$ cat config.mk
export PLATFORM = sky130hd
export DESIGN_NAME = slapstikTop
export DESIGN_NICKNAME = d
export VERILOG_FILES = /design/src/logic/slapstikPkg.sv /design/src/logic/protRegs.sv /design/src/logic/romWindowMapper.sv /design/src/logic/slapstikSequencer.sv /design/src/logic/slapstikTop.sv
export SDC_FILE = /design/constraint.sdc
export NUM_CORES = 1
export LEC_CHECK = 0
export ABC_CLOCK_PERIOD_IN_PS = 4590
export BUFFER_PORTS_ARGS = -buffer_cell sky130_fd_sc_hd__buf_2
export CORE_MARGIN = 8
export CORE_UTILIZATION = 35
export DETAILED_ROUTE_END_ITERATION = 16
export PLACE_DENSITY = 0.73
export RECOVER_POWER = 100
export SLEW_MARGIN = 20
export SYNTH_ARGS = -nofsm -noshare
export SYNTH_HDL_FRONTEND = slang
export SYNTH_HIERARCHICAL = 1
export SYNTH_SLANG_ARGS = --single-unit
$ cat constraint.sdc
create_clock -name CLK -period 4.59 [get_ports CLK]
set_clock_uncertainty 0.1 [all_clocks]
set_input_delay 1.377 -clock CLK [delete_from_list [all_inputs] [get_ports CLK]]
set_output_delay 1.377 -clock CLK [all_outputs]
set_load 0.005 [all_outputs]
$ cat src/logic/slapstikPkg.sv
// shared widths, address constants, state encoding and bus structs for the slapstik protection unit
package slapstikPkg;

	typedef logic [12:0] cpuAddrT;	// offset inside the 8 KB window
	typedef logic [1:0] bankT;
	typedef logic [13:0] romAddrT;
	typedef logic [3:0] apbAddrT;	// register byte offset
	typedef logic [31:0] apbDataT;
	typedef logic [15:0] switchCountT;

	typedef struct packed {
		cpuAddrT mask;
		cpuAddrT value;
	} addrMatchT;

	localparam bankT INIT_BANK = 2'd3;

	localparam cpuAddrT SEQ_RESET_ADDR = 13'h0000;
	localparam cpuAddrT BANK_SEL_ADDR0 = 13'h0080;	// bits 5:4 carry the bank
	localparam cpuAddrT BANK_SEL_ADDR1 = 13'h0090;
	localparam cpuAddrT BANK_SEL_ADDR2 = 13'h00A0;
	localparam cpuAddrT BANK_SEL_ADDR3 = 13'h00B0;

	// masked value stays below 0x80 so this pair never hits
	localparam addrMatchT AT1 = '{mask: 13'h007F, value: 13'h1FFF};
	localparam addrMatchT AT2 = '{mask: 13'h1FFF, value: 13'h1DFF};
	localparam addrMatchT AT3 = '{mask: 13'h1FFC, value: 13'h1B5C};	// low bits pick the bank
	localparam addrMatchT AT4 = '{mask: 13'h1FCF, value: 13'h0080};

	localparam addrMatchT BW1 = '{mask: 13'h1FF0, value: 13'h1540};
	localparam addrMatchT BW2 = '{mask: 13'h1FF3, value: 13'h1540};	// bits 1:0 select the action
	localparam addrMatchT BW3 = '{mask: 13'h1FF8, value: 13'h1550};

	localparam romAddrT FIXED_BASE = 14'h2000;
	localparam romAddrT BANK_SPAN = 14'h0800;	// size of one switched bank

	localparam apbAddrT REG_CTRL = 4'h0;
	localparam apbAddrT REG_BANK = 4'h4;
	localparam apbAddrT REG_STATUS = 4'h8;
	localparam apbAddrT REG_COUNT = 4'hC;

	typedef enum logic [2:0] {
		sDisabled,
		sEnabled,
		sAdd1,
		sAdd2,
		sAdd3,
		sBit1,
		sBit2,
		sBit3
	} seqStateT;

	typedef struct packed {
		logic sel;
		logic strobe;
		cpuAddrT addr;
	} cpuAccessT;

	typedef struct packed {
		logic psel;
		logic penable;
		logic pwrite;
		apbDataT paddr;	// full bus address, registers sit in the low nibble
		apbDataT pwdata;
	} apbReqT;

	typedef struct packed {
		apbDataT prdata;
		logic pready;
		logic pslverr;
	} apbRspT;

	typedef struct packed {
		logic enable;
		logic softReset;
		logic bankLoad;
		bankT bankValue;
	} seqCtrlT;

	typedef struct packed {
		bankT bank;
		seqStateT state;
		logic switched;
	} seqStatusT;

	function automatic logic addrHit(cpuAddrT addr, addrMatchT pair);
		return (addr & pair.mask) == pair.value;
	endfunction

endpackage

$ cat src/logic/protRegs.sv
// APB register block that steers the sequencer and reports bank, state and switch count
`timescale 1ns/1ps

module protRegs (
	input logic CLK,
	input logic RST,
	input slapstikPkg::apbReqT apbReq,
	output slapstikPkg::apbRspT apbRsp,
	input slapstikPkg::seqStatusT status,
	output slapstikPkg::seqCtrlT ctrl
);

	slapstikPkg::apbAddrT regAddr;
	slapstikPkg::apbDataT readData;
	slapstikPkg::switchCountT switchCount;
	logic enable;
	logic access;
	logic addrOk;
	logic wrCtrl;
	logic wrBank;
	logic wrCount;

	assign access = apbReq.psel & apbReq.penable;
	assign regAddr = apbReq.paddr[3:0];

	always_comb begin
		addrOk = 1'b0;
		readData = '0;
		if (apbReq.paddr[31:4] == '0) begin
			case (regAddr)
				slapstikPkg::REG_CTRL: begin
					addrOk = 1'b1;
					readData = {31'b0, enable};	// soft reset bit reads as 0
				end
				slapstikPkg::REG_BANK: begin
					addrOk = 1'b1;
					readData = {30'b0, status.bank};
				end
				slapstikPkg::REG_STATUS: begin
					addrOk = 1'b1;
					readData = {29'b0, status.state};
				end
				slapstikPkg::REG_COUNT: begin
					addrOk = 1'b1;
					readData = {16'b0, switchCount};
				end
				default: ;
			endcase
		end
	end

	assign wrCtrl = access & apbReq.pwrite & addrOk & (regAddr == slapstikPkg::REG_CTRL);
	assign wrBank = access & apbReq.pwrite & addrOk & (regAddr == slapstikPkg::REG_BANK);
	assign wrCount = access & apbReq.pwrite & addrOk & (regAddr == slapstikPkg::REG_COUNT);

	always_ff @(posedge CLK) begin
		if (RST) begin
			enable <= 1'b1;
		end else if (wrCtrl) begin
			enable <= apbReq.pwdata[0];
		end
	end

	// saturating count of sequence driven switches
	always_ff @(posedge CLK) begin
		if (RST) begin
			switchCount <= '0;
		end else if (wrCount) begin
			switchCount <= '0;
		end else if (status.switched && switchCount != '1) begin
			switchCount <= switchCount + 1'b1;
		end
	end

	// pulses line up with the edge that ends the access phase
	assign ctrl = '{
		enable: enable,
		softReset: wrCtrl & apbReq.pwdata[1],
		bankLoad: wrBank,
		bankValue: apbReq.pwdata[1:0]
	};

	assign apbRsp = '{
		prdata: (apbReq.psel & ~apbReq.pwrite) ? readData : '0,
		pready: 1'b1,
		pslverr: access & ~addrOk
	};

endmodule

$ cat src/logic/romWindowMapper.sv
// registered translation of CPU window offsets into cartridge ROM addresses
`timescale 1ns/1ps

module romWindowMapper (
	input logic CLK,
	input logic RST,
	input slapstikPkg::cpuAccessT access,
	input slapstikPkg::bankT bank,
	output slapstikPkg::romAddrT romAddr,
	output logic romValid
);

	slapstikPkg::romAddrT mapped;
	slapstikPkg::romAddrT offset;
	logic hit;

	assign hit = access.sel & access.strobe;
	assign offset = slapstikPkg::romAddrT'(access.addr);

	// low 2 KB follows the bank, the rest is a fixed region
	always_comb begin
		if (access.addr[12:11] == 2'b00) begin
			mapped = {bank, access.addr[10:0]};
		end else begin
			mapped = slapstikPkg::FIXED_BASE + offset - slapstikPkg::BANK_SPAN;
		end
	end

	always_ff @(posedge CLK) begin
		if (RST) begin
			romValid <= 1'b0;
		end else begin
			romValid <= hit;
		end
	end

	always_ff @(posedge CLK) begin
		if (hit) begin
			romAddr <= mapped;	// held until the next access
		end
	end

	validNeedsStrobes: assert property (@(posedge CLK) disable iff (RST)
		(romValid && $past(romValid)) |-> ($past(access.strobe, 1) && $past(access.strobe, 2)));

endmodule

$ cat src/logic/slapstikSequencer.sv
// protection FSM that follows the CPU access sequences and holds the current ROM bank
`timescale 1ns/1ps

module slapstikSequencer (
	input logic CLK,
	input logic RST,
	input slapstikPkg::cpuAccessT access,
	input slapstikPkg::seqCtrlT ctrl,
	output slapstikPkg::seqStatusT status
);

	slapstikPkg::seqStateT stateQ;
	slapstikPkg::bankT bankQ;
	slapstikPkg::bankT addBank;	// bank captured from the AT3 access
	slapstikPkg::bankT bitBank;	// working value of the bitwise path
	logic toggle;
	logic switchedQ;
	logic hit;
	logic isArm;
	logic isBankSel;
	logic bw2Hit;
	logic [1:0] bitSel;
	slapstikPkg::cpuAddrT addr;

	assign addr = access.addr;
	assign hit = access.sel & access.strobe & ctrl.enable;
	assign isArm = addr == slapstikPkg::SEQ_RESET_ADDR;
	assign isBankSel = (addr == slapstikPkg::BANK_SEL_ADDR0) |
		(addr == slapstikPkg::BANK_SEL_ADDR1) |
		(addr == slapstikPkg::BANK_SEL_ADDR2) |
		(addr == slapstikPkg::BANK_SEL_ADDR3);

	// BW2 covers four neighbours, the toggled low bits say which one
	assign bw2Hit = ((addr & slapstikPkg::BW2.mask) & 13'h1FFC) == slapstikPkg::BW2.value;
	assign bitSel = addr[1:0] ^ {toggle, toggle};

	always_ff @(posedge CLK) begin
		if (RST) begin
			stateQ <= slapstikPkg::sDisabled;
			bankQ <= slapstikPkg::INIT_BANK;
			toggle <= 1'b0;
			switchedQ <= 1'b0;
		end else begin
			switchedQ <= 1'b0;
			if (ctrl.softReset) begin
				stateQ <= slapstikPkg::sDisabled;	// bank is left alone
				toggle <= 1'b0;
			end else if (ctrl.bankLoad) begin
				bankQ <= ctrl.bankValue;
			end else if (hit) begin
				if (isArm) begin
					stateQ <= slapstikPkg::sEnabled;
				end else begin
					case (stateQ)
						slapstikPkg::sEnabled: begin
							if (isBankSel) begin
								bankQ <= addr[5:4];
								stateQ <= slapstikPkg::sDisabled;
								switchedQ <= 1'b1;
							end else if (slapstikPkg::addrHit(addr, slapstikPkg::AT1)) begin
								stateQ <= slapstikPkg::sAdd1;
							end else if (slapstikPkg::addrHit(addr, slapstikPkg::AT2)) begin
								stateQ <= slapstikPkg::sAdd2;
							end else if (slapstikPkg::addrHit(addr, slapstikPkg::BW1)) begin
								stateQ <= slapstikPkg::sBit1;
							end
						end
						slapstikPkg::sAdd1: begin
							if (slapstikPkg::addrHit(addr, slapstikPkg::AT2)) begin
								stateQ <= slapstikPkg::sAdd2;
							end else begin
								stateQ <= slapstikPkg::sEnabled;
							end
						end
						slapstikPkg::sAdd2: begin
							if (slapstikPkg::addrHit(addr, slapstikPkg::AT3)) begin
								addBank <= addr[1:0];
								stateQ <= slapstikPkg::sAdd3;
							end else begin
								stateQ <= slapstikPkg::sEnabled;
							end
						end
						slapstikPkg::sAdd3: begin
							if (slapstikPkg::addrHit(addr, slapstikPkg::AT4)) begin
								bankQ <= addBank;
								stateQ <= slapstikPkg::sDisabled;
								switchedQ <= 1'b1;
							end
						end
						slapstikPkg::sBit1: begin
							if (isBankSel) begin
								bitBank <= bankQ;
								toggle <= 1'b0;
								stateQ <= slapstikPkg::sBit2;
							end
						end
						slapstikPkg::sBit2: begin
							if (bw2Hit) begin
								bitBank[bitSel[1]] <= bitSel[0];	// bit index, then set or clear
								toggle <= ~toggle;
							end else if (slapstikPkg::addrHit(addr, slapstikPkg::BW3)) begin
								stateQ <= slapstikPkg::sBit3;
							end
						end
						slapstikPkg::sBit3: begin
							if (isBankSel) begin
								bankQ <= bitBank;
								stateQ <= slapstikPkg::sDisabled;
								switchedQ <= 1'b1;
							end
						end
						default: ;	// disabled waits for the arm offset
					endcase
				end
			end
		end
	end

	assign status = '{bank: bankQ, state: stateQ, switched: switchedQ};

	stateKnown: assert property (@(posedge CLK) disable iff (RST) !$isunknown(stateQ));

	noSwitchAfterSoftReset: assert property (@(posedge CLK) disable iff (RST)
		ctrl.softReset |=> !status.switched);

endmodule

$ cat src/logic/slapstikTop.sv
// top level of the protection unit, joining the ROM mapper, the sequencer and the APB registers
`timescale 1ns/1ps

module slapstikTop (
	input logic CLK,
	input logic RST,
	input slapstikPkg::cpuAccessT cpu,
	input slapstikPkg::apbReqT apbReq,
	output slapstikPkg::apbRspT apbRsp,
	output slapstikPkg::romAddrT romAddr,
	output logic romValid
);

	slapstikPkg::seqCtrlT seqCtrl;
	slapstikPkg::seqStatusT seqStatus;

	slapstikSequencer sequencer (
		.CLK(CLK),
		.RST(RST),
		.access(cpu),
		.ctrl(seqCtrl),
		.status(seqStatus)
	);

	// mapper sees the bank from before the sequencer edge
	romWindowMapper mapper (
		.CLK(CLK),
		.RST(RST),
		.access(cpu),
		.bank(seqStatus.bank),
		.romAddr(romAddr),
		.romValid(romValid)
	);

	protRegs regs (
		.CLK(CLK),
		.RST(RST),
		.apbReq(apbReq),
		.apbRsp(apbRsp),
		.status(seqStatus),
		.ctrl(seqCtrl)
	);

endmodule

Yosys cells after proc, flatten, opt, wreduce, memory -nomap -nowiden
Cells that the tools add are included.
{"block": "totals", "ff_bits": 43, "out_inout_bits": 49}
{"block": "op_classes", "addsub": 3, "magnitude_cmp": 2, "n_eq_ne": 32, "muxes": 37, "bitwise": 23, "n_reduce_logical": 20}
{"cell": "32-bit 2-to-1 mux", "count": 2}
{"cell": "16-bit case mux with 4 select lines", "count": 1}
{"cell": "13-bit by 8-bit equality test with 1-bit output (second input constant)", "count": 4}
{"cell": "3-bit 2-to-1 mux", "count": 10}
{"cell": "28-bit logical NOT", "count": 1}
{"cell": "3-bit by 1-bit != test with 1-bit output (second input constant)", "count": 7}
{"cell": "3-bit case mux with 7 select lines", "count": 1}
{"cell": "2-bit 2-to-1 mux", "count": 9}
{"cell": "16-bit by 1-bit adder with 16-bit output (second input constant)", "count": 1}
{"cell": "16-bit != test (second input constant)", "count": 1}
{"cell": "14-bit by 13-bit adder with 14-bit output (first input constant)", "count": 1}
{"cell": "7-bit AND reduction", "count": 2}
{"cell": "14-bit by 12-bit subtractor with 14-bit output (second input constant)", "count": 1}
{"cell": "13-bit equality test (second input constant)", "count": 1}
{"cell": "13-bit logical NOT", "count": 1}
{"cell": "13-bit 2-to-1 mux", "count": 1}
{"cell": "3-bit equality test (second input constant)", "count": 4}
{"cell": "1-bit AND", "count": 11}
{"cell": "11-bit equality test (second input constant)", "count": 1}
{"cell": "11-bit by 6-bit equality test with 1-bit output (second input constant)", "count": 1}
{"cell": "10-bit equality test (second input constant)", "count": 1}
{"cell": "9-bit equality test (second input constant)", "count": 1}
{"cell": "9-bit AND reduction", "count": 1}
{"cell": "4-bit equality test (second input constant)", "count": 2}
{"cell": "28 further kinds", "count": 51}

Logic depth before layout (Yosys ltp)
Gate-level depths: netlist of run 1.
{"block": "depth", "word_depth": 9, "mapped_depth": 11, "mapped_depth_nobuf": 9}

Cells and area by module
Netlist of run 1, hierarchy kept.
{"mod": "protRegs", "n_inst": 1, "cells_per_inst": 174, "area_each_um2": 1446.4, "seq_area_each_um2": 340.3}
{"mod": "slapstikSequencer", "n_inst": 1, "cells_per_inst": 119, "area_each_um2": 958.4, "seq_area_each_um2": 260.2}
{"mod": "romWindowMapper", "n_inst": 1, "cells_per_inst": 23, "area_each_um2": 485.5, "seq_area_each_um2": 440.4}

Worst setup path before layout of run 1
Ideal clock, no wire load.
{"block": "synth_path", "path_type": "input -> output", "start": "input apbReq[58] in the netlist's numbering", "end": "output apbRsp[3] in the netlist's numbering", "arrival_ps": 2611, "required_ps": 3113, "path_slack_ps": 502, "stages": 5, "n_path_buf": 1, "path_cell_list": "nor4_1 nand4_1 or2_0 clkbuf_1 nor4b_1"}
{"element": "start, declared", "line_no": "slapstikTop.sv:8", "text": "input slapstikPkg::apbReqT apbReq,"}
{"element": "end, declared", "line_no": "slapstikTop.sv:9", "text": "output slapstikPkg::apbRspT apbRsp,"}

==> impl_metrics.ini, run 1 <==
[worst_setup_path]
path_max_fanout = 13
cp_slowest_cell = nor4_1
cp.required_ns = 3.11
path_common_cell = clkbuf_1
crit_path_end_kind = output port
cp.arrival_ns = 2.88
path_class = primary input to output port
cp-start-kind = primary input
crit_path_cell_trace = buf_2 > nor4_1 > nand4_1 > clkbuf_1 > nor4_2 > clkbuf_2 > and2_1 > clkbuf_1
cp_slowest_stage_delay_ns = 0.28

[global_route]
grt-busiest-layer = met2
grt_overflow_total = 0
grt_pass1_vias = 2595
use_met2 = 0.2074
grt.total_usage = 0.1271
grt_pass1_wl_um = 12190
grt_use_met1 = 0.1523
grtUsageMet3 = 0.03479
antenna_found_initial = 0
grt_start_max_net_pins = 25

[yosys]
synthArstFlopShare = 0
synth.most_common_cell = dfxtp_1
avgSynthCellArea_um2 = 9.146
yosysUniqueCellTypes = 68
ys.flop_type = dfxtp_1
synthTopCellsByArea = edfxtp_1, dfxtp_1, buf_4
ys_seq_area_frac = 0.3602
synth.ff_latch_count = 43
synth_top_area_share = 0.1870
yosys_warnings = 6
synth_top_area_cell = edfxtp_1
netlist_area_um2 = 2890
synthTopCellsByCount = dfxtp_1, buf_4, nor2_1
synth_edf_count = 18
syn_inst = 316

[floorplanning]
start_util = 0.3571
die_x_um = 106.9
dieArea_um2 = 11420
die_h_um = 106.9
core_area_um2 = 8093
rows = 33
io-pin-count = 133

[clocking]
numCtsBuffers = 5
numClockSinks = 43
cts_resized = 0
clkLatencyLatePin_ns = 0.29
clockBufferDepth = 2
cts-root-buf = clkbuf_8
cts_tree = built
htreeDepth = 2
postCtsSetupBuffers = 0
cts_hold_buf = 0
clkTransAtPathRegs_ns = 0.08

[route]
drc = 0
vias_per_cell = 5.463
routed_wl_um = 7605
ant_nets = 0
num_vias = 2715
drtIter0Drc = 209
dr.pass1.iters = 4
wl_per_cell_um = 15.30

[placed_design]
portBuffers = 85
finalWeightedCongestion = 0.9127
dpl.hpwl_um = 5880

[layout]
nFillCells = 833
area_growth_syn_to_layout_pct = 15.58
final_core_util = 0.4128
nNetsFinal = 476
antenna_cells = 0
drive_gt1_frac = 0.2168

[sta]
finalMaxSlewViolations = 17
final-setup-viol-count = 0
worst-slew-pin-transition_ns = 1.527
final.min_clock_period_ns = 4.358
rsz0062_at_grt = no
finalCritPeriodShare = 0.9494
fmax_ghz = 0.2295
finalSetupTns_ns = 0
hold_viol = 0
maxSlewHeadroom = -0.02637

[status]
failed_checks = max-capacitance violations, max-slew violations
status = finished with violations

[worst_hold_path]
hp-class = register to register

[power_and_ir_drop]
ir_worst_vdd_uv = 92.56
total_leakage_power_uw = 0.001177
powerDensity_nw_per_um2 = 230.1

[job]
drv_cap = 1
[path summary, 6_finish.rpt]
check        slack [ns]                   end                 start  cells past startpoint
max reg2reg        2.24   sequencer/stateQ[0]   sequencer/stateQ[1]                      5
min                0.44  regs/switchCount[14]  regs/switchCount[14]                      2
max                0.23            apbRsp[14]            apbReq[50]                      8
min reg2reg        0.44  regs/switchCount[14]  regs/switchCount[14]                      2
[worst max-delay path, delay by kind of cell]
| family | cells | cell delay [ns] |
|---|---|---|
| buffers and inverters | 4 | 0.64 |
| AND/OR/NAND/NOR | 4 | 0.85 |
[cell families (layout without fill, tap and decap cells)]
family	after synthesis	after routing	share of synthesized area
simple gates	153	153	0.3325
flops	43	43	0.3602
xor+xnor	6	6	0.01818
fa+ha+maj	1	1	0.004328
mux	9	9	0.03680
compound gates	61	61	0.1610
buf+inv	41	102	0.08441
other cells	2	17	0.002598
[routing by layer]
layer	routed length [um]	part of all wire
met4	136	0.018
met1	3093	0.41
met2	3636	0.48
met3	739	0.097
met5	0	0
[registers in the layout, indices dropped and copies added (netlist names)]
register	flops
sequencer/addBank	2
sequencer/toggle	1
sequencer/bankQ	2
mapper/romAddr	14
sequencer/switchedQ	1
mapper/romValid	1
regs/switchCount	16
regs/enable	1
sequencer/stateQ	3
sequencer/bitBank	2
[metrics by stage]
| stage | instances | setup slack, ns | instance area, um2 | power, uW | hold WS, ns |
|---|---|---|---|---|---|
| 2_1_floorplan | 331 | 0.5017 | 2947 | 458.2 | 0.3851 |
| 3_3_place_gp | 489 | 0.2652 | 3304 | 489.7 | 0.4146 |
| 3_5_place_dp | 489 | 0.2379 | 3304 | 491.6 | 0.4261 |
| 4_1_cts | 497 | 0.2259 | 3412 | 784.0 | 0.4472 |
| 5_1_grt | 497 | 0.07608 | 3341 | 801.1 | 0.4695 |
| 6_report | 497 | 0.2324 | 3341 | 768.6 | 0.4417 |
[area by class of cell]
| class | count | area [um2] | area share |
|---|---|---|---|
| multi-input cells | 247 | 1639 | 0.4906 |
| flip-flops and latches | 43 | 1041 | 0.3116 |
| repair buffers | 88 | 399.1 | 0.1195 |
| well taps | 105 | 131.4 | 0.03933 |
| clock buffers | 5 | 68.82 | 0.02060 |
| clock inverters | 3 | 38.79 | 0.01161 |
| inverters | 6 | 22.52 | 0.006742 |
[power by group]
group / leakage [uW] / internal [uW] / switching, uW
logic: 0.000752 / 28.1 / 42.4
clock network: 0.0000556 / 159 / 130
registers: 0.000369 / 407 / 2.00
total: 0.00118 / 594 / 175
[placed cells by master (no fill, tap or decap), drive strengths merged, types with 8 or more instances in the layout]
master   n
nand3    9
nor2    21
conb    17
or4      8
and2    16
dfxtp   25
buf     55
nand2   17
a21oi    8
nor4    18
nand4   15
a211oi  15
clkbuf  38
edfxtp  18
nor3    12
No activity file was read; power rests on OpenSTA's default activity.
==> inputs of run 2 (changes only) <==
- CORE_MARGIN: 8 -> default
==> run 2 against run 1 <==
Against the previous run: the run still ends with max-capacitance violations, max-slew violations left; critical path depth shrank 2; largest cell class unchanged; power shrank 6.8%; highest routed layer unchanged; critical path type unchanged; clock power shrank 18%; maximum frequency grew 0.13%.
==> impl_metrics.ini, run 2 (synthesis results as in run 1) <==
[sta]
finalMaxSlewViolations = 17
fmax_ghz = 0.2298
finalCritPeriodShare = 0.9481
rsz0062_at_grt = no
maxSlewHeadroom = -0.07960
final.min_clock_period_ns = 4.352
final-setup-viol-count = 0
hold_viol = 0
worst-slew-pin-transition_ns = 1.606
finalSetupTns_ns = 0

[floorplanning]
core_area_um2 = 7848
rows = 32
die_h_um = 92.88
start_util = 0.3683
io-pin-count = 133
dieArea_um2 = 8626
die_x_um = 92.88

[clocking]
clkLatencyLatePin_ns = 0.29
numCtsBuffers = 5
htreeDepth = 2
clkTransAtPathRegs_ns = 0.07
cts_hold_buf = 0
cts-root-buf = clkbuf_8
cts_tree = built
postCtsSetupBuffers = 0
clockBufferDepth = 2
cts_resized = 0
numClockSinks = 43

[status]
failed_checks = max-capacitance violations, max-slew violations
status = finished with violations

[global_route]
grt_overflow_total = 0
grt_pass1_wl_um = 11320
antenna_found_initial = 0
grt.total_usage = 0.1609
grt_pass1_vias = 2478
grt_start_max_net_pins = 25

[layout]
largest_register_ffs = 16
nNetsFinal = 476
mostFrequentLayoutCells = buf_2, clkbuf_1, dfxtp_1, nor2_1, edfxtp_1
final_core_util = 0.4243
layout_commonest_cell = buf_2
largest_register = regs/switchCount
area_growth_syn_to_layout_pct = 15.19
reg_top3 = regs/switchCount x16, mapper/romAddr x14, sequencer/stateQ x3
antenna_cells = 0
drive_gt1_frac = 0.2398

[job]
drv_cap = 1

[placed_design]
portBuffers = 85
dpl.hpwl_um = 5345
finalWeightedCongestion = 0.8475

[power_and_ir_drop]
powerDensity_nw_per_um2 = 215.0
ir_worst_vdd_uv = 107.0
total_leakage_power_uw = 0.001184

[route]
vias_per_cell = 5.640
num_vias = 2786
routed_wl_um = 7098
wl_per_cell_um = 14.37
dr.pass1.iters = 5
ant_nets = 0
drtIter0Drc = 232
drc = 0

[worst_setup_path]
cp-start-kind = primary input
path_max_fanout = 6
path_class = primary input to output port
cp.required_ns = 3.11
crit_path_end_kind = output port
cp.arrival_ns = 2.87

[worst_hold_path]
hp-class = register to register
[run 2: report_power, final]
| part | switching (uW) | internal [uW] | total [uW] |
|---|---|---|---|
| clock network | 130 | 106 | 236 |
| logic | 42.3 | 29.0 | 71.3 |
| registers | 1.82 | 407 | 408 |
| total | 174 | 542 | 716 |
[run 2: worst paths after layout]
path | slack (ns) | cells after the start | from | endpoint
setup / recovery | 0.24 | 6 | apbReq[37] | apbRsp[3]
hold / removal | 0.45 | 2 | regs/switchCount[14] | regs/switchCount[14]
setup reg to reg | 2.21 | 5 | sequencer/stateQ[1] | sequencer/stateQ[0]
hold reg to reg | 0.45 | 2 | regs/switchCount[14] | regs/switchCount[14]
[run 2: area by class of cell]
class,count,area (um2)
clock buffer,6,72.57
sequential,43,1041
timing repair buffer,88,411.6
multi-input combinational,247,1642
clock inverter,2,12.51
inverter,6,22.52
tap,102,127.6
fill,823,4518
[run 2: stage by stage]
stage	instances	worst slack, ns	instance area [um2]	hold WS, ns	total power, uW
after floorplan	331	0.5017	2947	0.3851	458.2
after global placement	486	0.2787	3301	0.4140	489.3
after detailed placement	486	0.1989	3301	0.4371	491.7
after CTS	494	0.1983	3386	0.4475	723.8
after global routing	494	0.02426	3329	0.4656	742.2
final	494	0.2380	3329	0.4487	716.0
[run 2: per-layer routing]
metal	GRT usage	wire, um
met4	0.05897	75
met5	0	0
met3	0.02709	516
met1	0.2035	3041
met2	0.2733	3466
[run 2: critical path, cell delays in order]
cell and delay, ns:
buf_2 0.09, nor4_1 0.38, nand4_1 0.18, or2_0 0.35, nor4b_1 0.33, buf_2 0.17
==> inputs of run 3 (changes only) <==
- CELL_PAD_IN_SITES_DETAIL_PLACEMENT: default -> 2
- CELL_PAD_IN_SITES_GLOBAL_PLACEMENT: default -> 2
- CORE_UTILIZATION: 35 -> 29
- PLACE_DENSITY: 0.73 -> 0.95
==> run 3 against run 2 <==
Against the previous run: the flow still finishes with violations (max-capacitance violations, max-slew violations); count of clock-buffer cells in the layout down 1; critical endpoint unchanged; non-clock buffer count unchanged; maximum frequency down 1.6%; hold slack better by 0.011 ns; sequential cell count unchanged; clock power up 30%; utilization down 7.6 points; die area up 20%; worst setup slack worse by 0.071 ns; cell count up 6.3%; power up 11%.
==> impl_metrics.ini, run 3 (synthesis results as in run 1) <==
[status]
status = finished with violations
failed_checks = max-capacitance violations, max-slew violations

[layout]
nFillCells = 1140
largest_register_ffs = 16
nNetsFinal = 476
mostFrequentLayoutCells = buf_2, clkbuf_1, dfxtp_1, nor2_1, edfxtp_1
area_growth_syn_to_layout_pct = 17.14
antenna_cells = 0
layout_commonest_cell = buf_2
drive_gt1_frac = 0.2219
reg_top3 = regs/switchCount x16, mapper/romAddr x14, sequencer/stateQ x3
fin_area_um2 = 3386
largest_register = regs/switchCount

[placed_design]
dpl.hpwl_um = 7664
dpl_cell_area_um2 = 3339
portBuffers = 85
finalWeightedCongestion = 0.7873

[clocking]
clockBufferDepth = 2
cts-root-buf = clkbuf_8
cts_tree = built
numCtsBuffers = 5
clkTransAtPathRegs_ns = 0.09
cts_hold_buf = 0
cts_resized = 0
htreeDepth = 2
clkLatencyLatePin_ns = 0.30
numClockSinks = 43
postCtsSetupBuffers = 0

[sta]
finalSetupTns_ns = 0
worst-slew-pin-transition_ns = 1.727
final-setup-viol-count = 0
finalMaxSlewViolations = 17
maxSlewHeadroom = -0.1607
final.min_clock_period_ns = 4.423
rsz0062_at_grt = no
fmax_ghz = 0.2261
finalCritPeriodShare = 0.9637
hold_viol = 0

[worst_setup_path]
path_class = primary input to output port
cp.required_ns = 3.11
path_max_fanout = 6
cp-start-kind = primary input
cp.arrival_ns = 2.95
crit_path_end_kind = output port

[power_and_ir_drop]
combPwrFrac = 0.098
power_switching_uw = 197.0
swShare = 0.2480
internal-power_uw = 597.4
powerDensity_nw_per_um2 = 234.6
clkPwrFrac = 0.386
ir_worst_vdd_uv = 104.0
seqPwrFrac = 0.515
total_leakage_power_uw = 0.001173

[global_route]
grtUsageMet3 = 0.02052
grt_start_max_net_pins = 25
use_met2 = 0.3805
grt_overflow_total = 0
grt_pass1_vias = 3123
grt.total_usage = 0.2073
grt-busiest-layer = met2
grt_use_met1 = 0.2477
antenna_found_initial = 0
grt_pass1_wl_um = 16500

[route]
num_vias = 3011
wl_per_cell_um = 20.98
routed_wl_um = 11020
ant_nets = 0
vias_per_cell = 5.735
drc = 0
drtIter0Drc = 135
dr.pass1.iters = 4

[floorplanning]
dieArea_um2 = 10370
die_x_um = 101.8
start_util = 0.2971
rows = 36
core_area_um2 = 9729
die_h_um = 101.8
io-pin-count = 133

[worst_hold_path]
hp-class = register to register

[job]
drv_cap = 1
## run 3: critical path, cell delays in order
cell and delay [ns]:
buf_2 0.11, nor4_1 0.40, nand4_1 0.17, or2_0 0.38
nor4b_2 0.35, buf_2 0.17
## run 3: final timing paths
check	startpoint	to	slack, ns	cells past startpoint
max reg2reg	regs/switchCount[1]	regs/switchCount[3]	2.16	5
min reg2reg	regs/switchCount[7]	regs/switchCount[7]	0.46	2
min	regs/switchCount[7]	regs/switchCount[7]	0.46	2
max	apbReq[45]	apbRsp[3]	0.17	6
## run 3: power groups by stage
| stage | sequential (uW) | clock, uW | combinational, uW |
|---|---|---|---|
| floorplan | 419 | 0 | 39.4 |
| global placement | 417 | 0 | 73.9 |
| detailed placement | 418 | 0 | 79.5 |
| CTS | 409 | 311 | 81.0 |
| global route | 410 | 320 | 85.4 |
| finish | 409 | 307 | 78.2 |
## run 3: final cells by class
type                       count  area (um2)  share of cell area
clock inverter                 3       43.79             0.01293
clock buffer                   5       68.82             0.02033
timing repair buffer          88       399.1              0.1179
tap                          133       166.4             0.04915
sequential                    43        1041              0.3075
inverter                       6       22.52            0.006652
multi-input combinational    247        1644              0.4856
## run 3: through the flow
stage	hold WS [ns]	setup WS (ns)	utilization	instances	total power, uW
4_1_cts	0.4677	0.01055	0.3548	525	800.9
3_3_place_gp	0.4146	0.1374	0.3432	517	491.0
3_5_place_dp	0.4380	0.02511	0.3432	517	497.6
5_1_grt	0.5035	0.06146	0.3480	525	815.8
2_1_floorplan	0.3851	0.5017	-	331	458.2
6_report	0.4600	0.1667	0.3480	525	794.4
## run 3: layer usage
metal  wire length, um  part of all wire  vias up
met5                 0                 0        -
met4               314             0.029        0
met3               589             0.053       28
met2              5662              0.51      127
met1              4449              0.40     1507
li1                  -                 -     1349
